--- src/design/recon_consts.svh ---
`ifndef RECON_CONSTS_SVH
`define RECON_CONSTS_SVH

// ----------------------------------------
// Grid geometry
// ----------------------------------------

// Cells per grid side.
`define RECON_GRID_DIM     40

// Bits per X or Y coordinate.
`define RECON_COORD_W      8

// ----------------------------------------
// Path store
// ----------------------------------------

`define RECON_MAX_PATH     40                       // Entries in the path buffer.
`define RECON_EMPTY_COORD  {`RECON_COORD_W{1'b1}}   // Unused entry value.

`endif

--- src/design/grid_pkg.sv ---
`default_nettype none

`include "recon_consts.svh"

// Coordinate types shared by the table, the path store and the top level.
package grid_pkg;

   // ----------------------------------------
   // Cell coordinates
   // ----------------------------------------

   // One X or one Y.
   typedef logic [`RECON_COORD_W-1:0] coord_t;

endpackage

`default_nettype wire

--- src/design/recon_pkg.sv ---
`default_nettype none

`include "recon_consts.svh"

// Control types of the backtracking engine.
package recon_pkg;

   // ----------------------------------------
   // Controller states
   // ----------------------------------------

   typedef enum logic [2:0]
   {
      IDLE,                 // Waiting for start.
      INIT,                 // Clear buffer, load cursor.
      LOOKUP,               // Record one predecessor.
      CHECK,                // Origin or full test.
      DONE                  // One-cycle completion.
   } recon_state_t;

   // Slot index or path length, wide enough for RECON_MAX_PATH.
   typedef logic [$clog2(`RECON_MAX_PATH + 1)-1:0] path_idx_t;

endpackage

`default_nettype wire

--- src/design/path_buffer.sv ---
`default_nettype none

`include "recon_consts.svh"

module path_buffer
(
   input  logic                 Clk,
   input  logic                 Reset,
   input  logic                 clear,
   input  logic                 record,
   input  recon_pkg::path_idx_t index,
   input  recon_pkg::path_idx_t read_index,
   input  grid_pkg::coord_t     entry_x,
   input  grid_pkg::coord_t     entry_y,
   output grid_pkg::coord_t     read_x,
   output grid_pkg::coord_t     read_y
);
   import grid_pkg::*;
   import recon_pkg::*;

   // Finished path, entry 0 is the goal's predecessor.
   coord_t path_x [`RECON_MAX_PATH];
   coord_t path_y [`RECON_MAX_PATH];

   logic   read_valid;

   // ----------------------------------------
   // Fill and write
   // ----------------------------------------

   always_ff @(posedge Clk or posedge Reset)
   begin
      if (Reset)
      begin
         for (int i = 0; i < `RECON_MAX_PATH; i++)
         begin
            path_x[i] <= `RECON_EMPTY_COORD;
            path_y[i] <= `RECON_EMPTY_COORD;
         end
      end
      else if (clear)
      begin
         // Stale entries of a longer run must not survive.
         for (int i = 0; i < `RECON_MAX_PATH; i++)
         begin
            path_x[i] <= `RECON_EMPTY_COORD;
            path_y[i] <= `RECON_EMPTY_COORD;
         end
      end
      else if (record)
      begin
         path_x[index] <= entry_x;
         path_y[index] <= entry_y;
      end
   end

   // ----------------------------------------
   // Read port
   // ----------------------------------------

   assign read_valid = (read_index < path_idx_t'(`RECON_MAX_PATH));

   assign read_x = read_valid ? path_x[read_index] : `RECON_EMPTY_COORD;  // Beyond the end.
   assign read_y = read_valid ? path_y[read_index] : `RECON_EMPTY_COORD;

endmodule

`default_nettype wire

--- config.mk ---
export PLATFORM = sky130hd
export DESIGN_NAME = path_buffer
export DESIGN_NICKNAME = d
export VERILOG_FILES = /design/src/design/grid_pkg.sv /design/src/design/recon_pkg.sv /design/src/design/path_buffer.sv
export VERILOG_INCLUDE_DIRS = /design/src /design/src/design
export SDC_FILE = /design/constraint.sdc
export NUM_CORES = 2
export LEC_CHECK = 0
export BUFFER_PORTS_ARGS = -buffer_cell sky130_fd_sc_hd__buf_2
export CAP_MARGIN = 20
export CORE_ASPECT_RATIO = 2
export CORE_MARGIN = 2
export CORE_UTILIZATION = 49
export DETAILED_ROUTE_END_ITERATION = 8
export HOLD_SLACK_MARGIN = 0.02
export MAX_ROUTING_LAYER = met4
export SYNTH_ARGS = -nofsm -noshare
export SYNTH_HDL_FRONTEND = slang
export SYNTH_SLANG_ARGS = --single-unit
--- constraint.sdc ---
create_clock -name Clk -period 20.9 [get_ports Clk]
set_clock_uncertainty 0.05 [all_clocks]
set_input_delay 3.135 -clock Clk [delete_from_list [all_inputs] [get_ports Clk]]
set_output_delay 3.135 -clock Clk [all_outputs]
set_load 0.05 [all_outputs]
# Yosys cells after proc, flatten, opt, wreduce, memory -nomap -nowiden
# Cells that the tools add are included.
totals:
  reg_bits: 640
  in_bits: 32
  out_inout_bits: 16
  elab_cells: 104
classes:
  n_lt_le_gt_ge: 4
  n_mux: 16
  bitwise: 2
  n_reduce_logical: 2
op_table:
  columns: ["operator", "count"]
  rows:
  - ["320-bit two-way mux", 4]
  - ["320-bit bitwise mux", 2]
  - ["8-bit binary-select mux with 6-bit select", 2]
  - ["8-bit two-way mux", 7]
  - ["8-bit demux with 6-bit select", 1]
  - ["7-bit >= comparator (second input constant)", 2]
  - ["6-bit inverter with 7-bit output", 2]
  - ["7-bit by 1-bit < comparator with 1-bit output (second input constant)", 1]
  - ["6-bit < comparator (second input constant)", 1]
  - ["2-bit nonzero test", 1]
  - ["1-bit logical AND", 1]

# Depth between registers and ports, before layout
logic_depth:
  depth_word: 8
  ltp_mapped: 9
  mapped_depth_nobuf: 5

# Worst setup path after synthesis
# OpenSTA, ideal clock, no wires.
synth_timing:
  path_type: "in2out"
  start: "input port read_index[2]"
  end: "output port read_x[5]"
  arrival_time_ns: 5.297
  t_required_ns: 17.715
  slack_ns: 12.418
  stages: 7
  path_buffers: 3
  cell_sequence: "buf_2 -> clkbuf_1 -> buf_2 -> mux2i_1 -> nor3_1 -> a21oi_1 -> o21ai_0"
synth_via:
  elab_chain_cells: 5
  elab_cells_between_ends: 6
  classes_between: "1 x order compare; 4 x mux; 1 x bitwise"
synth_rtl:
  columns: ["element", "line", "text"]
  rows:
  - ["start: declaration", "path_buffer.sv:12", "input recon_pkg::path_idx_t read_index,"]
  - ["6-bit inverter with 7-bit output (implied by the code)", "path_buffer.sv:63", "assign read_x = read_valid ? path_x[read_index] : `RECON_EMPTY_COORD;"]
  - ["8-bit binary-select mux with 6-bit select", "path_buffer.sv:63", null]
  - ["8-bit two-way mux (implied by the code) (2 in a row)", "path_buffer.sv:63", null]
  - ["8-bit two-way mux (no line) (*)", null, null]
  - ["end: declaration", "path_buffer.sv:15", "output grid_pkg::coord_t read_x,"]
# Every way passes the cells marked *; elsewhere a longest branch is shown, timed or not. The select of a mux whose other input is x is not followed.

# Worst setup path in the final report
layout_timing:
  start: "input port read_index[1]"
  end: "output port read_y[2]"
layout_via:
  elab_chain_cells: 5
  elab_cells_between_ends: 6
  classes_between: "1 x order compare; 4 x mux; 1 x bitwise"
layout_rtl:
  columns: ["element", "line", "text"]
  rows:
  - ["6-bit inverter with 7-bit output (implied by the code)", "path_buffer.sv:64", "assign read_y = read_valid ? path_y[read_index] : `RECON_EMPTY_COORD;"]
  - ["8-bit binary-select mux with 6-bit select", "path_buffer.sv:64", null]
  - ["8-bit two-way mux (implied by the code) (2 in a row)", "path_buffer.sv:64", null]
  - ["8-bit two-way mux (no line) (*)", null, null]
  - ["end: declaration", "path_buffer.sv:16", "output grid_pkg::coord_t read_y"]
# Marked as above.

==> results.md <==
* Flop-to-flop setup slack at 19.96 ns
* H-tree depth at 2
* Delay-heaviest family, CP: buffers and inverters
* DPL Wire Length at 61.30 mm
* Postcts setup bufs at 0
* Setup TNS at 0 ns
* Hold_ws at 0.4340 ns
* Post-Syn Nets at approximately 3100
* Placer Congestion at 0.8950
* Startpoint Class: primary input
* Root buffer cell: clkbuf_16
* Most frequent cell after synthesis: nand2_1
* CTS Buffer Depth at 3
* Leakage at approximately 0.014 uW
* Final Setup Violations at 0
* Yosys warns at 0
* Largest cells by area after synthesis: dfstp_2 50%, a211o_1 8.4%, nand2_1 7.8%, nand3b_1 7.2%, nor2b_1 6.1%
* Crit Path Category: primary input to output pin
* Sequential Power Share at 0.477
* Core outline area at 67730 sq um
* Setup crit end kind: output pin
* Final ANT Viol Nets at 0
* Mapped Cells at 3105
* Synth Cell Area at 33480 sq um
* Post-synth ARST share at 1.000
* Top-level port count at 48
* Combinational power share at 0.076
* Port-buffer cells at 47
* Total GRT Usage at 0.3052
* Sw Pwr at 649.2 uW
* Crit share post-route at 0.5051
* Count of buffer and inverter cells on the critical path at 4
* WL per Instance at 26.98 um
* Placement-stage cell area at ~34000 sq um
* Max_cap viols at 0
* Post-synth top cells: 695 x nand2_1, 640 x dfstp_2, 325 x nor2b_1
* Unrepaired setup endpoints after global routing: no
* Die W at roughly 190 um
* Post-synthesis cell type count at 43
* First-pass GRT wire length at 157.9 mm
* Synth-to-layout area growth at 7.279%
* Die height at roughly 370 um
* PD cells at approximately 74 nW/um^2
* Pre-Repair DR Iteration Count at 6
* Status: complete, no violations
* F_max at 94.73 MHz
* Resized cells post-CTS at 0
* CTS Buf Count at slightly below 60
* Critical path startpoint: read_index[1]
* Vias/cell at around 6
* Initial antenna violation count at 3
* FF+latch count, synth at 640
* Clock sink total at 640
* Sequential cell area at 16820 sq um
* Register area share after synthesis at 0.5022
* Reg2Reg Launch Point: path_x[207]
* CP Max Fanout at 79
* Hold WC Path Type: flop to flop
* Cell internal pwr at 2005 uW
* DIE AREA at around 71000 sq um
* Proportion of layout cells with a drive suffix above 1 at 0.3291
* Biggest cell delay along the critical path at 0.88 ns
* Crit-path cells: buf_8 > buf_4 > buf_4 > mux2i_1 > a22o_1 > nor3_1 > a31oi_1 > nand4_1 > buf_2
* Fin nets at 2971
* Sw frac at 0.2446
* Clock transition at path regs at 0.07 ns
* CTS tree: built
* Count of final hold-check violations at 0
* Via Count at 23970
* Initial drt markers at a little over 2000
* Grt ovf at 0
* Critical Path AT at 7.37 ns
* Crit path time final at 10.56 ns
* Filler cell count at 5845
* Slew HR at 0.1996
* Yosys top cell by area: dfstp_2
* DRC at 0
* Max VDD drop at 0.06528 mV
* Initial Utilization at 0.4944
* Synth Flop Type: dfstp_2
* Post-synth top area share at 0.5022
* Final wirelength at 104.7 mm
* CTS Hold Bufs at 0
* Clock power share at 0.448
* Worst skew pair latency at 0.63 ns
* Num rows at 135
* Max-slew violations at 0
* Post-synth EDFFs at 0
* Req. time, crit path at between 15 and 20 ns
* Min-delay src: path_x[174]
* Crit path top cell by count: buf_4
* Vias in the first global route at 24747
* Largest net degree at the start of global routing at 251
* CP max-delay cell: buf_4
* Multi-input logic area at ~15000 sq um
* Design Area, Final at 35920 sq um
* Syn Area/Cell at 10.78 sq um
* Measured slew at the worst slew-check pin at approximately 1.2 ns
[worst min-delay path, cell delays in order (launching register included)]
cell and delay [ns]:
dfstp_2 0.37, nand2_1 0.05, nand3b_1 0.06
[final timing paths]
| path | endpoint | cells after the start |
|---|---|---|
| setup / recovery | read_y[2] | 9 |
| hold reg to reg | path_x[174] | 2 |
| max in group asynchronous | path_y[262] | 6 |
| min in group asynchronous | path_x[150] | 2 |
| hold / removal | path_x[174] | 2 |
| setup reg to reg | path_x[207] | 2 |
[power by group through the flow]
stage                     Sequential [uW]  Combinational [uW]  Clock [uW]
after floorplan                      1280                 135           0
after global routing                 1270                 212        1260
final                                1270                 200        1190
after detailed placement             1280                 200           0
after global placement               1280                 196           0
after CTS                            1260                 200        1210
[state kept, by name, indices dropped and copies added (netlist names)]
name and cells:
path_x 320, path_y 320
[per-stage QoR]
step	total power (uW)	std cells	worst slack (ns)	utilization
after floorplan	1413	3105	5.771	-
after global placement	1479	3765	10.52	0.4983
after detailed placement	1482	3766	10.46	0.4987
after CTS	2675	3875	10.43	0.5297
after global routing	2734	3879	10.32	0.5303
final	2654	3880	10.34	0.5303
[metal layers]
metal	GRT usage	up-vias	routed length (um)
li1	-	10482	-
met3	0.03353	248	5392
met4	0.1524	0	5442
met1	0.3539	12446	39690
met2	0.5231	794	54160
met5	-	-	0
[cells in the final DEF (no fill, tap or decap), drive strengths merged]
master,n
a22o,20
dfstp,640
mux2,21
a21oi,17
a311oi,5
nand2b,2
nand3b,323
nor3b,3
or3,1
or2,1
buf,80
nand2,700
nand3,22
nor2b,326
o22ai,1
a22oi,45
nand4,11
nor2,52
diode,3
clkinv,12
mux2i,154
a31oi,10
nand4b,2
o21ai,11
clkbuf,87
and3b,1
mux4,90
or3b,1
bufinv,9
a211o,320
inv,1
clkinvlp,1
nor3,13
and2,4
and3,1
[cell type report]
cell class / count / area share
antenna: 3 / 0.0002090
clock buffer: 87 / 0.04911
clock inverter: 22 / 0.009404
inverter: 1 / 0.0003135
multi-input combinational: 2157 / 0.4254
sequential: 640 / 0.4681
tap: 890 / 0.03100
timing repair buffer: 80 / 0.01641
[cells by family after synthesis]
group	count (synthesis)	synth area share
buffers and inverters	308	0.04312
AND/OR/NAND/NOR	1463	0.2345
flip-flops	640	0.5022
AO/OA/AOI/OAI	429	0.1066
multiplexers	265	0.1136
(Power assumes the default switching activity.)
