<file path="src/design/recon_consts.svh">
`ifndef RECON_CONSTS_SVH
`define RECON_CONSTS_SVH

// ----------------------------------------
// Grid geometry
// ----------------------------------------

// Cells per grid side.
`define RECON_GRID_DIM     40

// Bits per X or Y coordinate.
`define RECON_COORD_W      8

// ----------------------------------------
// Path store
// ----------------------------------------

`define RECON_MAX_PATH     40                       // Entries in the path buffer.
`define RECON_EMPTY_COORD  {`RECON_COORD_W{1'b1}}   // Unused entry value.

`endif

</file>
<file path="src/design/recon_pkg.sv">
`default_nettype none

`include "recon_consts.svh"

// Control types of the backtracking engine.
package recon_pkg;

   // ----------------------------------------
   // Controller states
   // ----------------------------------------

   typedef enum logic [2:0]
   {
      IDLE,                 // Waiting for start.
      INIT,                 // Clear buffer, load cursor.
      LOOKUP,               // Record one predecessor.
      CHECK,                // Origin or full test.
      DONE                  // One-cycle completion.
   } recon_state_t;

   // Slot index or path length, wide enough for RECON_MAX_PATH.
   typedef logic [$clog2(`RECON_MAX_PATH + 1)-1:0] path_idx_t;

endpackage

`default_nettype wire

</file>
<file path="src/design/step_counter.sv">
`default_nettype none

`include "recon_consts.svh"

module step_counter
(
   input  logic                 Clk,
   input  logic                 Reset,
   input  logic                 clear,
   input  logic                 advance,
   output recon_pkg::path_idx_t index,
   output logic                 full
);
   import recon_pkg::*;

   // ----------------------------------------
   // Slot counter
   // ----------------------------------------

   always_ff @(posedge Clk or posedge Reset)
   begin
      if (Reset)
      begin
         index <= '0;
      end
      else if (clear)
      begin
         index <= '0;                      // New run.
      end
      else if (advance)
      begin
         index <= index + path_idx_t'(1);
      end
   end

   // Last slot of the path buffer reached.
   assign full = (index == path_idx_t'(`RECON_MAX_PATH - 1));

   // The controller stops stepping once the last slot is in use.
   a_no_advance_when_full : assert property (@(posedge Clk) disable iff (Reset)
      advance |-> !full);

endmodule

`default_nettype wire

</file>
<file path="config.mk">
export PLATFORM = sky130hd
export DESIGN_NAME = step_counter
export DESIGN_NICKNAME = d
export VERILOG_FILES = /design/src/design/recon_pkg.sv /design/src/design/step_counter.sv
export VERILOG_INCLUDE_DIRS = /design/src /design/src/design
export SDC_FILE = /design/constraint.sdc
export NUM_CORES = 1
export LEC_CHECK = 0
export BUFFER_PORTS_ARGS = -buffer_cell sky130_fd_sc_hd__buf_2
export CORE_AREA = 2 2 39 41
export CTS_CLUSTER_DIAMETER = 40
export DETAILED_ROUTE_END_ITERATION = 10
export DIE_AREA = 0 0 41 43
export HOLD_SLACK_MARGIN = 0.05
export PLACE_DENSITY = 0.41
export SYNTH_ARGS = -nofsm -noshare
export SYNTH_HDL_FRONTEND = slang
export SYNTH_SLANG_ARGS = --single-unit
</file>
<file path="constraint.sdc">
create_clock -name Clk -period 1.08 [get_ports Clk]
set_input_delay 0.162 -clock Clk [delete_from_list [all_inputs] [get_ports Clk]]
set_output_delay 0.162 -clock Clk [all_outputs]
set_load 0.1 [all_outputs]
</file>
Word-level counts from Yosys, hierarchy flattened. Cells that the tools add are included.

Reductions and logical operators: 1. $add $sub $neg: 1. Equal/unequal tests: 1. Multiplexer cells: 2.

Operator list (count): 6-bit two-way mux (2); 6-bit by 1-bit adder with 6-bit output, second input constant (1); 6-bit equality test, second input constant (1); 2-bit nonzero test (1).

Bits of input ports: 4. Register bits: 6. Word-level logic and storage cells: 6.

Longest topological paths before layout. Gate-level depths: netlist of run 1.

Depth in word-level cells: 3. Gate-level depth with buffers: 4. Gate-level depth less buffers: 4.

Least setup slack after synthesis of run 1. OpenSTA, ideal clock, no wires.

Kind: reg2out. Start: reg index[0]. End: out full. Buffers on the path: 0. Cell stages (with the launch flop): 4. Slack: -1743 ps. Arrival time: 2661 ps. Data required time: 918 ps. Path through: dfrtp_1 -> ha_1 -> nand4b_1 -> nor2_1.

Cells in the longest elaborated chain, start to end: 1.

Ends and longest elaborated chain: from (decl) (RTL line step_counter.sv:11) `output recon_pkg::path_idx_t index,`; from (signal assigned) (RTL line step_counter.sv:32) `index <= index + path_idx_t'(1);`; 6-bit equality test (RTL line step_counter.sv:37) `` assign full = (index == path_idx_t'(`RECON_MAX_PATH - 1)); ``; to (decl) (RTL line step_counter.sv:12) `output logic full`.

Every way passes these cells.

Worst setup path in the final report of run 1.
Start: reg index[0]. End: out index[0].

No word-level cell between the ends.

==> results.md, run 1 <==
* Final instance area at 683 µm²
* Final setup viols at 11
* Top FF cell, synth: dfrtp_1
* WS Path Type: flop to output pin
* H-tree depth at 1
* Met2 wire len at 449 µm
* 1st-pass router iterations at 1
* Slew HR at 0.842
* Smallest hold slack at 0.152 ns
* Mapped Nets at 32
* Nets@finish at 62
* Worst-path fanout max at 2
* Post-DP Area at 548 µm²
* Worst slew pin tran at 0.237 ns
* Initial antenna violation count at 0
* Core area at 1380 µm²
* Worst setup EP type: output pin
* Die Footprint at 1760 µm²
* Register area share after synthesis at 0.526
* Seq cells post-synth at 6
* Maximum vdd drop at 0.625 mV
* Iteration-0 DRC Markers at 0
* Status: complete, but fails checks
* Inserted Diodes at 0
* Final count of hold timing violations at 0
* Top flop regs: index: 6 flops
* Max Cap Viol at 0
* Slowest-stage cell, CP: dfrtp_4
* Synth cell count leaders: dfrtp_1 (6), nor2_1 (6), xor2_1 (3), nand2_1 (2)
* Non-filler instance count after layout at 71
* Final core utilization at 0.494
* DP Worst Slack at -0.125 ns
* Clk sinks at 6
* Pin count of the biggest net entering global routing at 7
* CTS Root Cell: clkbuf_4
* DP Cell Count at 60
* Worst skew pair latency at 0.24 ns
* Startpoint types: flop
* Routed length on met1 at 306 µm
* Port-buffer cells at 10
* Die X at 41 µm
* WP buf/inv at 4
* Share of layout cells above drive strength 1 at 0.727
* Multi-input gate area at 179 µm²
* Max reg flops at 6
* Yosys cell types at 14
* Metal3 WL at 23 µm
* Vias in the first global route at 277
* Cell area after synthesis at 285 µm²
* Pwr Total at 0.653 mW
* Final WL at 780 µm
* Req. time, crit path at 0.92 ns
* Via count at 300
* Global-route wire length before repair at 1180 µm
* Slew Limit Fails at 0
* Cell Chain, Critical Path: buf_4 -> buf_6 -> buf_6 -> buf_12
* Antenna Nets Post-Route at 0
* Ys Warns at 0
* Crit-path leading delay family: buffers and inverters
* Syn Inst Count at 27
* Area leader, netlist: dfrtp_1
* Tmin final at 1.42 ns
* Largest cells by area after synthesis: dfrtp_1 (53%), xor2_1 (9.2%), nor2_1 (7.9%), ha_1 (4.4%), nand4_2 (4.4%)
* GRT Util Overall at 0.106
* Floorplan row count at 14
* Post-synth EDFFs at 0
* Top Layer Used: met3
* Grt ovf at 0
* Avg Cell Area, Syn at 10.6 µm²
* Clock transition at path regs at 0.05 ns
* Vias/cell at 4.23
* Synth top area share at 0.526
* # fillers at 127
* Initial Util at 0.206
* Clk buf depth at 2
* Unrepaired setup endpoints after global routing: true
* CP arrival at 1.26 ns
* Failing checks: negative setup slack
* Residual DRC count at 0
* Delay of the slowest critical-path stage at 0.49 ns
* Most used cell, CP: buf_6
* Placer congestion estimate at 0.774
* Detailed-route wire length per cell at 11.0 µm
* Hold Path Class: input pin to flop
* Die Height at 43 µm
* Leakage at 0.300 nW
* Cts bufs inserted at 3
* Power Density at 956 nW/µm²
* Final Worst Setup Slack at -0.343 ns
* Final cycle utilization of the critical path at 1.32
* P&R area growth vs syn at 139%
* Sequential cell area at 165 µm²
* TNS Setup at -1.83 ns
* Largest Register: index
* CTS tree: built
* Asr flop ratio synth at 1.00
* I/O pin cnt at 11
* Worst Skew at 0.00164 ns
* Fmax at 703 MHz
routing by layer:
| layer | up-vias | global-route usage |
|---|---|---|
| met4 | 0 | 0.100 |
| li1 | 150 | - |
| met3 | 0 | 0.0157 |
| met1 | 144 | 0.112 |
| met5 | - | 0 |
| met2 | 6 | 0.166 |
timing repair:
action                     4_1_cts  5_1_grt
pin swaps                        8        4
gates resized for setup          8        4
hold buffers                     1        0
hold endpoints to repair         6        0
setup endpoints to repair        8       11
setup buffers                    4        4
layout make-up:
cell class / instances / area share
Clock buffer: 3 / 0.0330
Inverter: 1 / 0.00549
Multi-Input combinational cell: 20 / 0.262
Sequential cell: 6 / 0.242
Tap cell: 16 / 0.0293
Timing Repair Buffer: 25 / 0.429
placed cells by master (no fill, tap or decap):
master and instances:
xor2_1 3, inv_1 1, buf_12 7, buf_2 3, dlygate4sd3_1 1, a21oi_2 1, mux2i_1 1, o21ai_1 1
buf_4 8, nand4_4 1, dfrtp_2 3, ha_4 1, nand4b_1 1, dfrtp_4 3, xnor2_2 1, nand4_1 1
nand2_2 1, buf_6 6, nand2_1 1, or3_4 1, clkbuf_4 3, nor2_1 5, nor2_4 1
worst reg2reg max path, cell delays in order, from the launching register on:
cell,delay (ns)
dfrtp_4,0.49
buf_4,0.15
buf_6,0.11
buf_4,0.13
nand4_4,0.09
buf_6,0.10
xor2_1,0.13
nor2_1,0.07
path summary, 6_finish.rpt:
check	start	to	slack [ns]	depth (start not counted)
setup / recovery	index[0]$_DFFE_PP0P_	index[0]	-0.34	4
hold / removal	clear	index[5]$_DFFE_PP0P_	0.15	2
setup reg to reg	index[0]$_DFFE_PP0P_	index[3]$_DFFE_PP0P_	-0.30	7
hold reg to reg	index[5]$_DFFE_PP0P_	index[5]$_DFFE_PP0P_	0.58	2
max in group asynchronous	Reset	index[2]$_DFFE_PP0P_	0.49	3
min in group asynchronous	Reset	index[5]$_DFFE_PP0P_	0.37	3
where the power goes:
part | internal (mW) | total [mW] | switching, mW
Combinational | 0.0899 | 0.198 | 0.108
Sequential | 0.238 | 0.246 | 0.00816
Clock | 0.126 | 0.209 | 0.0831
kinds of logic (layout without fill, tap and decap cells):
group	count (synthesis)	count (layout)	share of synthesized area
fa+ha+maj	1	1	0.0439
flops	6	6	0.526
buf+inv	1	29	0.0131
xor+xnor	4	4	0.123
compound gates	2	2	0.0351
simple gates	12	12	0.224
mux	1	1	0.0351
No activity file was read; power rests on OpenSTA's default activity.
==> run 2: changes to the inputs <==
--- a/config.mk
+++ b/config.mk
@@ -13,6 +13,7 @@
 export DIE_AREA = 0 0 41 43
 export HOLD_SLACK_MARGIN = 0.05
 export PLACE_DENSITY = 0.41
+export SKIP_LAST_GASP = 1
 export SYNTH_ARGS = -nofsm -noshare
 export SYNTH_HDL_FRONTEND = slang
 export SYNTH_SLANG_ARGS = --single-unit
==> results.md, run 2 (synthesis gave the netlist of run 1 again) <==
* Global-route wire length before repair at 1100 µm (-7.0%)
* Non-filler instance count after layout at 71 (unchanged)
* Slew HR at 0.840 (-0.00143)
* Pwr Total at 0.656 mW (+0.43%)
* Commonest non-fill, non-tap cells in the layout: buf_4 (8), buf_12 (7), buf_6 (6), nor2_1 (5)
* Core area at 1380 µm² (unchanged)
* Top flop regs: index: 6 flops
* Max reg flops at 6 (unchanged)
* Grt ovf at 0 (unchanged)
* Pin count of the biggest net entering global routing at 7 (unchanged)
* GRT Util Overall at 0.0990 (-0.00718)
* 1st-pass router iterations at 3 (+2)
* Final setup viols at 11 (unchanged)
* Final instance area at 683 µm² (unchanged)
* P&R area growth vs syn at 139% (unchanged)
* Inserted Diodes at 0 (unchanged)
* Detailed-route wire length per cell at 10.9 µm (-0.64%)
* Floorplan row count at 14 (unchanged)
* Status: complete, but fails checks
* Smallest hold slack at 0.154 ns (+0.00151 ns)
* TNS Setup at -1.86 ns (-0.0326 ns)
* H-tree depth at 1 (unchanged)
* WS Path Type: flop to output pin
* Die X at 41 µm (unchanged)
* Post-DP Area at 548 µm² (unchanged)
* Worst skew pair latency at 0.24 ns (about the same)
* Nets@finish at 62 (unchanged)
* Final count of hold timing violations at 0 (unchanged)
* Worst-path fanout max at 2 (unchanged)
* Fmax at 704 MHz (+0.12%)
* Maximum vdd drop at 0.684 mV (+9.4%)
* Leakage at 0.301 nW (+0.25%)
* Residual DRC count at 0 (unchanged)
* CTS tree: built
* CTS Root Cell: clkbuf_4
* Slew Limit Fails at 0 (unchanged)
* Worst Skew at 0.00157 ns (-0.0000779 ns)
* CP arrival at 1.26 ns (about the same)
* Vias/cell at 4.18 (-1.0%)
* Vias in the first global route at 261 (-5.8%)
* DP Worst Slack at -0.125 ns (unchanged)
* Via count at 297 (-1.0%)
* Final cycle utilization of the critical path at 1.32 (-0.00156)
* Req. time, crit path at 0.92 ns (about the same)
* Antenna Nets Post-Route at 0 (unchanged)
* Port-buffer cells at 10 (unchanged)
* DP Cell Count at 60 (unchanged)
* Die Height at 43 µm (unchanged)
* Hold Path Class: input pin to flop
* Largest Register: index
* Failing checks: negative setup slack
* Initial antenna violation count at 0 (unchanged)
* Clk sinks at 6 (unchanged)
* I/O pin cnt at 11 (unchanged)
* Placer congestion estimate at 0.774 (unchanged)
* Cts bufs inserted at 3 (unchanged)
* Worst setup EP type: output pin
* Initial Util at 0.206 (unchanged)
* Iteration-0 DRC Markers at 2 (+2)
* Clock transition at path regs at 0.05 ns (about the same)
* Worst slew pin tran at 0.239 ns (+0.00214 ns)
* Power Density at 960 nW/µm² (+0.43%)
* Startpoint types: flop
* Tmin final at 1.42 ns (-0.00168 ns)
* Clk buf depth at 2 (unchanged)
* Final WL at 775 µm (-0.64%)
* Unrepaired setup endpoints after global routing: true
* Final Worst Setup Slack at -0.341 ns (+0.00168 ns)
* Final core utilization at 0.494 (unchanged)
* Max Cap Viol at 0 (unchanged)
* Die Footprint at 1760 µm² (unchanged)
* Share of layout cells above drive strength 1 at 0.727 (unchanged)
* Commonest non-fill, non-tap cell in the layout: buf_4
[run 2: cell counts in the layout (fill, tap and decap cells not counted)]
Identical to the previous run, type by type.
[run 2: path summary, 6_finish.rpt]
check,start,end,slack [ns],cells past startpoint
min reg2reg,index[5]$_DFFE_PP0P_,index[5]$_DFFE_PP0P_,0.58,2
max,index[0]$_DFFE_PP0P_,index[0],-0.34,4
min,clear,index[5]$_DFFE_PP0P_,0.15,2
max in group asynchronous,Reset,index[2]$_DFFE_PP0P_,0.48,3
max reg2reg,index[0]$_DFFE_PP0P_,index[5]$_DFFE_PP0P_,-0.30,6
min in group asynchronous,Reset,index[5]$_DFFE_PP0P_,0.38,3
[run 2: layout make-up]
class                      instances  area (µm²)
clock buffer                       3        22.5
inverter                           1        3.75
fill                             124         701
sequential                         6         165
timing repair buffer              25         293
tap                               16        20.0
multi-input combinational         20         179
[run 2: power by group]
| group | internal [mW] | total (mW) | switching, mW | leakage [nW] |
|---|---|---|---|---|
| logic | 0.0917 | 0.199 | 0.108 | 0.215 |
| registers | 0.238 | 0.248 | 0.00930 | 0.0721 |
| clock network | 0.126 | 0.209 | 0.0834 | 0.0138 |
| total | 0.456 | 0.656 | 0.200 | 0.301 |
[run 2: repair_timing]
action                                  CTS  global route
cloned                                    0             0
hold endpoints to repair                  6             0
pin swaps                                 6             5
hold buffers                              1             0
gates resized for setup                   6             6
setup buffers                             4             3
endpoints found under the setup margin    8            11
[run 2: worst max-delay path: stages (launching register included)]
cell	delay, ns
dfrtp_4	0.49
buf_4	0.15
buf_6	0.11
buf_6	0.12
buf_12	0.16
[run 2: per-layer routing]
layer	vias to the layer above	part of all wire	global-route usage	wire, µm
met5	-	0	0	0
met4	0	0	0.100	0
met3	0	0.026	0.0157	20
met2	6	0.56	0.144	434
met1	141	0.41	0.111	320
li1	150	-	-	-
