<file path="config.mk">
export PLATFORM = sky130hd
export DESIGN_NAME = recon_fsm
export DESIGN_NICKNAME = d
export VERILOG_FILES = /design/src/design/recon_pkg.sv /design/src/design/recon_fsm.sv
export VERILOG_INCLUDE_DIRS = /design/src /design/src/design
export SDC_FILE = /design/constraint.sdc
export NUM_CORES = 1
export LEC_CHECK = 0
export BUFFER_PORTS_ARGS = -buffer_cell sky130_fd_sc_hd__buf_2
export CAP_MARGIN = 20
export CORE_MARGIN = 2
export CORE_UTILIZATION = 30
export CTS_BUF_LIST = sky130_fd_sc_hd__clkbuf_4 sky130_fd_sc_hd__clkbuf_8
export DETAILED_ROUTE_END_ITERATION = 6
export PLACE_DENSITY_LB_ADDON = 0.1
export SLEW_MARGIN = 20
export SYNTH_ARGS = -nofsm -noshare
export SYNTH_HDL_FRONTEND = slang
export SYNTH_SLANG_ARGS = --single-unit
</file>
<file path="constraint.sdc">
create_clock -name Clk -period 2.35 [get_ports Clk]
set_input_delay 0.235 -clock Clk [delete_from_list [all_inputs] [get_ports Clk]]
set_output_delay 0.235 -clock Clk [all_outputs]
set_load 0.03 [all_outputs]
</file>
<file path="src/design/recon_consts.svh">
`ifndef RECON_CONSTS_SVH
`define RECON_CONSTS_SVH

// ----------------------------------------
// Grid geometry
// ----------------------------------------

// Cells per grid side.
`define RECON_GRID_DIM     40

// Bits per X or Y coordinate.
`define RECON_COORD_W      8

// ----------------------------------------
// Path store
// ----------------------------------------

`define RECON_MAX_PATH     40                       // Entries in the path buffer.
`define RECON_EMPTY_COORD  {`RECON_COORD_W{1'b1}}   // Unused entry value.

`endif

</file>
<file path="src/design/recon_pkg.sv">
`default_nettype none

`include "recon_consts.svh"

// Control types of the backtracking engine.
package recon_pkg;

   // ----------------------------------------
   // Controller states
   // ----------------------------------------

   typedef enum logic [2:0]
   {
      IDLE,                 // Waiting for start.
      INIT,                 // Clear buffer, load cursor.
      LOOKUP,               // Record one predecessor.
      CHECK,                // Origin or full test.
      DONE                  // One-cycle completion.
   } recon_state_t;

   // Slot index or path length, wide enough for RECON_MAX_PATH.
   typedef logic [$clog2(`RECON_MAX_PATH + 1)-1:0] path_idx_t;

endpackage

`default_nettype wire

</file>
<file path="src/design/recon_fsm.sv">
`default_nettype none

module recon_fsm
(
   input  logic                 Clk,
   input  logic                 Reset,
   input  logic                 start,
   input  logic                 at_origin,
   input  logic                 full,
   output logic                 clear,
   output logic                 record,
   output logic                 advance,
   output logic                 busy,
   output logic                 done,
   output logic                 overflow,
   output recon_pkg::path_idx_t path_len
);
   import recon_pkg::*;

   recon_state_t state;
   recon_state_t next_state;

   // ----------------------------------------
   // State register and next state
   // ----------------------------------------

   always_ff @(posedge Clk or posedge Reset)
   begin
      if (Reset)
         state <= IDLE;
      else
         state <= next_state;
   end

   always_comb
   begin
      next_state = state;
      case (state)
         IDLE:    if (start) next_state = INIT;    // Start is ignored in other states.
         INIT:    next_state = LOOKUP;
         LOOKUP:  next_state = CHECK;
         CHECK:   next_state = (at_origin || full) ? DONE : LOOKUP;
         DONE:    next_state = IDLE;
         default: next_state = IDLE;
      endcase
   end

   // ----------------------------------------
   // Strobes and status
   // ----------------------------------------

   assign clear   = (state == INIT);
   assign record  = (state == LOOKUP);
   assign advance = (state == CHECK) && !at_origin && !full;
   assign busy    = (state != IDLE);
   assign done    = (state == DONE);

   always_ff @(posedge Clk or posedge Reset)
   begin
      if (Reset)
      begin
         overflow <= 1'b0;
         path_len <= '0;
      end
      else
      begin
         if (clear)
            overflow <= 1'b0;
         else if ((state == CHECK) && full && !at_origin)
            overflow <= 1'b1;                      // Buffer ran out first.

         if (clear)
            path_len <= '0;
         else if (record)
            path_len <= path_len + path_idx_t'(1);
      end
   end

   // Completion is a one-cycle pulse after at least one hop.
   a_done_pulse : assert property (@(posedge Clk) disable iff (Reset)
      done |=> !done && (path_len != '0));

   // A hop is recorded only after INIT or a CHECK that chose to continue.
   a_record_in_lookup : assert property (@(posedge Clk) disable iff (Reset)
      record |-> $past(clear || advance));

endmodule

`default_nettype wire

</file>
### Word level (Yosys, flattened, before mapping)

Cells that the tools add are included.

| cells by class | value |
|---|---|
| muxes and demuxes | 7 |
| add/subtract/negate cells | 1 |
| reductions and logical operators | 11 |
| magnitude comparators | 0 |
| $mul | 0 |
| bitwise operators | 0 |
| divide/modulo/power cells | 0 |
| equal/unequal tests | 5 |
| shift operators | 0 |

Operator list:

| cell | count |
|---|---|
| two-way mux 6 bit | 2 |
| one-hot mux 3 bit (4 select lines) | 1 |
| adder 6 x 1 -> 6 bit (second input constant) | 1 |
| == test 3 x 2 -> 1 bit (second input constant) | 2 |
| two-way mux 3 bit | 2 |
| logical AND 1 bit | 4 |
| nonzero test 2 bit | 2 |
| == test 3 x 1 -> 1 bit (second input constant) | 1 |
| == test 3 bit (second input constant) | 1 |
| logical NOT 3 bit | 1 |
| nonzero test 3 bit | 1 |
| logical NOT 1 bit | 2 |
| two-way mux 1 bit | 2 |
| inequality test 2 bit (second input constant) | 1 |
| logical OR 1 bit | 1 |

| word-level totals | value |
|---|---|
| memory bits (read-only) | 0 |
| memory bits (writable) | 0 |
| memories | 0 |
| bits in latches | 0 |
| output and inout port bits | 12 |
| bits in registers | 10 |
| bits of input ports | 5 |

### Depth between registers and ports, before layout

Gate-level depths: netlist of run 1.

| logic depth | value |
|---|---|
| depth in word-level cells | 5 |
| gate-level depth with buffers | 4 |
| mapped depth without buffers | 4 |

### Least setup slack after synthesis of run 1

No wires, ideal clock.

| timing | value |
|---|---|
| path type | flip-flop to output port |
| from | reg state[0] |
| to | out advance |
| path slack | 0.767 ns |
| buffers on the path | 0 |
| arrival time | 1.348 ns |
| data required time | 2.115 ns |
| stages on the path, launching flop included | 4 |
| cells stage by stage | dfrtp_1 > nor2b_1 > nand2_1 > nor3_1 |

| between the ends | value |
|---|---|
| longest elaborated chain between the ends | 3 |

Ends and longest elaborated chain:

| what | RTL line | source |
|---|---|---|
| start, declared | recon_fsm.sv:20 | `recon_state_t state;` |
| start signal, assigned | recon_fsm.sv:32 | `state <= next_state;` |
| == test 3 x 2 -> 1 bit | recon_fsm.sv:54 | `assign advance = (state == CHECK) && !at_origin && !full;` |
| logical AND 1 bit (2 in series) | recon_fsm.sv:54 |  |
| end, declared | recon_fsm.sv:12 | `output logic advance,` |

Every way passes these cells.

### Worst setup path in the final report of run 1

| timing | value |
|---|---|
| from | reg state[2] |
| to | out record |

| between the ends | value |
|---|---|
| longest elaborated chain between the ends | 1 |

Ends and longest elaborated chain:

| what | RTL line | source |
|---|---|---|
| == test 3 x 2 -> 1 bit | recon_fsm.sv:53 | `assign record = (state == LOOKUP);` |
| end, declared | recon_fsm.sv:11 | `output logic record,` |

Every way passes these cells.

==> impl_metrics.toml, run 1 <==
[final_layout]
mostFrequentLayoutCell = "buf_2"
nets = 74
drive_gt1_share_pct = 36.4
diodes = 0
final_core_util_pct = 40.7
final_cell_mix = "buf_2 (16), dfrtp_1 (10), nor2_1 (4)"
area_growth_pct = 27.2

[worst_setup_path]
crit_chain = "or3b_4 -> clkinv_2 -> buf_2"
crit_buf_inv = 2
cp-end-kind = "primary output"
cp_top_family = "flip-flops"
slowest_delay_ps = 460
path_class = "flip-flop to primary output"
cp_slowest_cell = "dfrtp_1"
cp.arrival_ps = 1460
worstPathRequired_ps = 2120
crit_fanout = 9
worstSetupStartpointType = "flip-flop"

[die]
die-area_sq_mm = 0.00197
coreArea_sq_mm = 0.00152
ioPinCount = 17
chipHeight_um = 44.3
rows = 14
initial_core_util_pct = 32.0
die_w_um = 44.3

[logic_synthesis]
synth_edf_count = 0
synth_area_sq_um = 488
yosys.area.top_type_share_pct = 51.3
syn_avg_cell_area_sq_um = 10.6
ys_warn_count = 0
synthArstFlopShare_pct = 100
synth_ff_type = "dfrtp_1"
syn_inst = 46
yosysUniqueCellTypes = 25
synth-seq-cells = 10
synth_top_area_cell = "dfrtp_1"
synthTopCellsByArea = "dfrtp_1 (51%), nor3b_1 (4.6%), or3b_4 (4.6%), a22o_1 (3.6%), nor2_1 (3.1%)"
syn_nets = 52
synth-seq-area-share_pct = 51.3

[global_routing]
grt-ovfl-total = 0
grt_max_degree = 11
antenna_found_initial = 0
grt_usage_pct = 12.3
grt_pass1_wl_um = 1700
grt_pass1_vias = 358

[place]
gp_congestion = 0.735
place_ws_ps = 895
portBuffers = 16
post-dp-hpwl_um = 758

[routing]
first_pass_iters = 2
drcViolationCount = 0
drt_iter0_drc = 6
wl_per_cell_um = 12.7
vias_per_cell = 5.17
vias = 424
wl_um = 1040
drtAntennaViolNets = 0

[sta]
period_minus_slack_ps = 1700
final.period_utilization_pct = 72.2
tns_ps = 0
clock_skew_ps = 1.55
hold_viol = 0
relSlewSlack_pct = 73.1
max_freq_mhz = 590
worst_pin_slew_ps = 402
setup_viol = 0
rsz0062_at_grt = "no"
layout_setup_ws_ps = 654
drv_slew = 0
holdWs_ps = 200

[clock_network]
clkLatencyLatePin_ps = 260
cts_inserted_buffers = 3
cts_root_buf = "clkbuf_4"
cts.path.max_buffers = 2
cts_sinks = 10
cts_tree = "done"
path_clk_slew_ps = 60
ctsHtreeMaxLevel = 1

[worst_hold_path]
hold_class = "input port to flip-flop"

[outcome]
status = "completed"

[pwr]
vdd_drop_max_mv = 0.508
leakagePower_uw = 0.000321
pwr_density_cell_mw_per_mm2 = 1260

[flow_run]
drv_cap = 0
==> state kept, by name, summed over array words and instances, names as in the netlist <==
name      count
overflow      1
state         3
path_len      6
==> cell usage after synthesis, types with 2 or more instances <==
| cell type | instances |
|---|---|
| dfrtp_1 | 10 |
| nand2_1 | 3 |
| nor3_1 | 2 |
| or3b_4 | 2 |
| inv_1 | 2 |
| nor2_1 | 4 |
| nor3b_1 | 3 |
| nand3_1 | 2 |
| a22o_1 | 2 |
==> final cells by class <==
| class | instances | area, sq um |
|---|---|---|
| repair buffers | 17 | 90.1 |
| well taps | 16 | 20.0 |
| inverters | 4 | 21.3 |
| multi-input cells | 32 | 216 |
| fillers | 157 | 903 |
| clock buffers | 3 | 22.5 |
| flip-flops and latches | 10 | 250 |
==> worst register-to-register path, delay by kind of cell, from the launching register on <==
kind            cells  cell delay, ps
simple gates        2             520
flops               1             460
compound gates      1             280
buf+inv             1              90
==> kinds of logic (layout without fill, tap and decap cells) <==
logic type      Yosys count  count (layout)  share of synthesized area [%]
compound gates            8               8                           12.8
xor+xnor                  1               1                           1.80
fa+ha+maj                 1               1                           2.56
buf+inv                   4              24                           4.36
flops                    10              10                           51.3
mux                       1               1                           2.05
simple gates             21              21                           25.1
==> layer usage <==
layer  wire, um  part of all wire (%)  up-vias  track usage, %
met3         66                   6.4        0            6.94
li1           -                     -      213               -
met5          0                     0        -               0
met2        429                    41       13            15.6
met1        542                    52      198            17.4
met4          0                     0        0            3.64
==> worst paths after layout <==
path	from	endpoint	slack, ps	cells after the start
max	state[2]$_DFFE_PP0P_	record	650	3
min	at_origin	state[1]$_DFFE_PP0P_	200	2
max reg2reg	state[2]$_DFFE_PP0P_	path_len[2]$_DFFE_PP0P_	900	4
min reg2reg	path_len[5]$_DFFE_PP0P_	path_len[5]$_DFFE_PP0P_	480	1
max in group asynchronous	Reset	path_len[1]$_DFFE_PP0P_	1570	3
min in group asynchronous	Reset	state[0]$_DFFE_PP0P_	500	3
==> power breakdown <==
group | internal (uW) | leakage [uW] | total (uW) | switching, uW
Clock | 58.9 | 0.0000138 | 112 | 53.5
Combinational | 134 | 0.000175 | 381 | 246
Sequential | 220 | 0.000132 | 289 | 69.0
Total | 413 | 0.000321 | 781 | 369
==> metrics by stage <==
| stage | cell area [sq um] | power, uW | std cells |
|---|---|---|---|
| 4_1_cts | 621 | 794 | 82 |
| 6_report | 621 | 781 | 82 |
| 2_1_floorplan | 488 | 566 | 46 |
| 3_5_place_dp | 588 | 675 | 78 |
| 3_3_place_gp | 588 | 675 | 78 |
| 5_1_grt | 621 | 854 | 82 |
==> timing repair <==
item                      4_1_cts  5_1_grt
hold endpoints to repair       10        0
setup buffers                   0        0
gates resized for setup         0        0
hold buffers                    1        0
No activity file was read; power rests on OpenSTA's default activity.
==> inputs of run 2 (changes only) <==
clock period = 1.65 ns   (was 2.35 ns; I/O delays follow)
==> run 2 against run 1 <==
- sequential power increased by 44%
- worst hold slack lost 69 ps
- final cell count increased by 1.2%
- power increased by 48%
- worst setup slack got worse by 590 ps
- critical endpoint unchanged
- clock-buffer cell count is the same
- critical path type unchanged
- via count shrank 0.71%
- highest routed layer unchanged
- combinational power up 50%
==> impl_metrics.toml, run 2 (same netlist as run 1, synthesis figures left out) <==
[outcome]
status = "completed"

[routing]
vias = 421
drtAntennaViolNets = 0
vias_per_cell = 5.07
wl_um = 1090
first_pass_iters = 2
wl_per_cell_um = 13.2
drcViolationCount = 0
drt_iter0_drc = 1

[pwr]
pwr-share-seq_pct = 36.2
power.switching_uw = 539
pwr_density_cell_mw_per_mm2 = 1800
power_uw = 1150
p_int_uw = 614
combPwrFrac_pct = 49.6
clkPwrFrac_pct = 14.2
switching_share_pct = 46.7
vdd_drop_max_mv = 0.808
leakagePower_uw = 0.000339

[place]
place_ws_ps = 193
gp_congestion = 0.706
portBuffers = 16
dp_cells = 78
dpl_cell_area_sq_um = 588
post-dp-hpwl_um = 767

[worst_setup_path]
path_class = "flip-flop to primary output"
worstPathRequired_ps = 1480
cp-end-kind = "primary output"
r2r_cells = 4
cp.arrival_ps = 1420
crit_fanout = 9
worstSetupStartpointType = "flip-flop"

[clock_network]
cts_root_buf = "clkbuf_4"
cts_tree = "done"
cts.path.max_buffers = 2
ctsHtreeMaxLevel = 1
cts_inserted_buffers = 3
cts_sinks = 10
clkLatencyLatePin_ps = 270
path_clk_slew_ps = 70

[sta]
final.period_utilization_pct = 96.3
worst_pin_slew_ps = 383
rsz0062_at_grt = "no"
max_freq_mhz = 630
period_minus_slack_ps = 1590
setup_viol = 0
hold_viol = 0
relSlewSlack_pct = 74.5
clock_skew_ps = 12.2
tns_ps = 0
drv_slew = 0
layout_setup_ws_ps = 61.8

[final_layout]
regMostFlops = "path_len"
final_cell_mix = "buf_2 (15), dfrtp_1 (7), nor2_1 (4), clkbuf_4 (4)"
stdcell_area_sq_um = 642
nets = 75
n_fill_cell = 154
largest_reg_flops = 6
diodes = 0
fin_cells = 83
mostFrequentLayoutCell = "buf_2"
reg.largest.list = "path_len x6, state x3, overflow x1"
drive_gt1_share_pct = 41.8
area_growth_pct = 31.5

[worst_hold_path]
hold_class = "input port to flip-flop"
whs_path_depth = 2

[die]
die-area_sq_mm = 0.00197
coreArea_sq_mm = 0.00152
ioPinCount = 17
initial_core_util_pct = 32.0
chipHeight_um = 44.3
rows = 14
die_w_um = 44.3

[global_routing]
grt_max_degree = 11
grt_pass1_wl_um = 1650
grt_pass1_vias = 350
grt_usage_pct = 12.1
antenna_found_initial = 0
grt-ovfl-total = 0

[flow_run]
drv_cap = 0
-- run 2: repair_timing --
action | in CTS | in global routing
hold buffers | 1 | 0
setup buffers | 0 | 1
gates resized for setup | 0 | 5
setup endpoints to repair | 0 | 3
endpoints found under the hold margin | 10 | 0
-- run 2: per-stage QoR --
stage | utilization, % | hold WS [ps]
finish | 42.1 | 131
detailed placement | 38.6 | 165
global route | 42.1 | 127
CTS | 40.7 | 121
floorplan | - | 5.18
global placement | 38.6 | 170
-- run 2: path summary, 6_finish.rpt --
check | from | end | slack [ps]
min in group asynchronous | Reset | path_len[3]$_DFFE_PP0P_ | 410
setup reg to reg | state[0]$_DFFE_PP0P_ | path_len[2]$_DFFE_PP0P_ | 220
setup / recovery | state[0]$_DFFE_PP0P_ | record | 60
hold / removal | at_origin | state[1]$_DFFE_PP0P_ | 130
max in group asynchronous | Reset | state[1]$_DFFE_PP0P_ | 930
hold reg to reg | path_len[5]$_DFFE_PP0P_ | path_len[5]$_DFFE_PP0P_ | 480
-- run 2: power groups by stage --
stage	registers (uW)	clock network, uW	logic (uW)
finish	417	164	572
floorplan	456	0	350
global placement	414	0	547
CTS	413	173	547
global route	437	187	626
detailed placement	416	0	544
-- run 2: critical path, cell delays in order, from the launching register on --
cell and delay, ps:
dfrtp_2 450, or3b_4 420, clkinv_2 90, clkbuf_4 190
-- run 2: final cells by class --
type                            instances  area [sq um]  area share, %
Clock buffer                            3          22.5           3.51
Inverter                                4          21.3           3.31
Multi-Input combinational cell         32           219           34.1
Sequential cell                        10           254           39.6
Tap cell                               16          20.0           3.12
Timing Repair Buffer                   18           105           16.4
-- run 2: per-layer routing --
| layer | global-route usage, % | vias up | wire [um] |
|---|---|---|---|
| met5 | 0 | - | 0 |
| met1 | 16.3 | 191 | 551 |
| met4 | 3.64 | 0 | 0 |
| met2 | 15.6 | 11 | 471 |
| met3 | 8.16 | 0 | 68 |
| li1 | - | 219 | - |
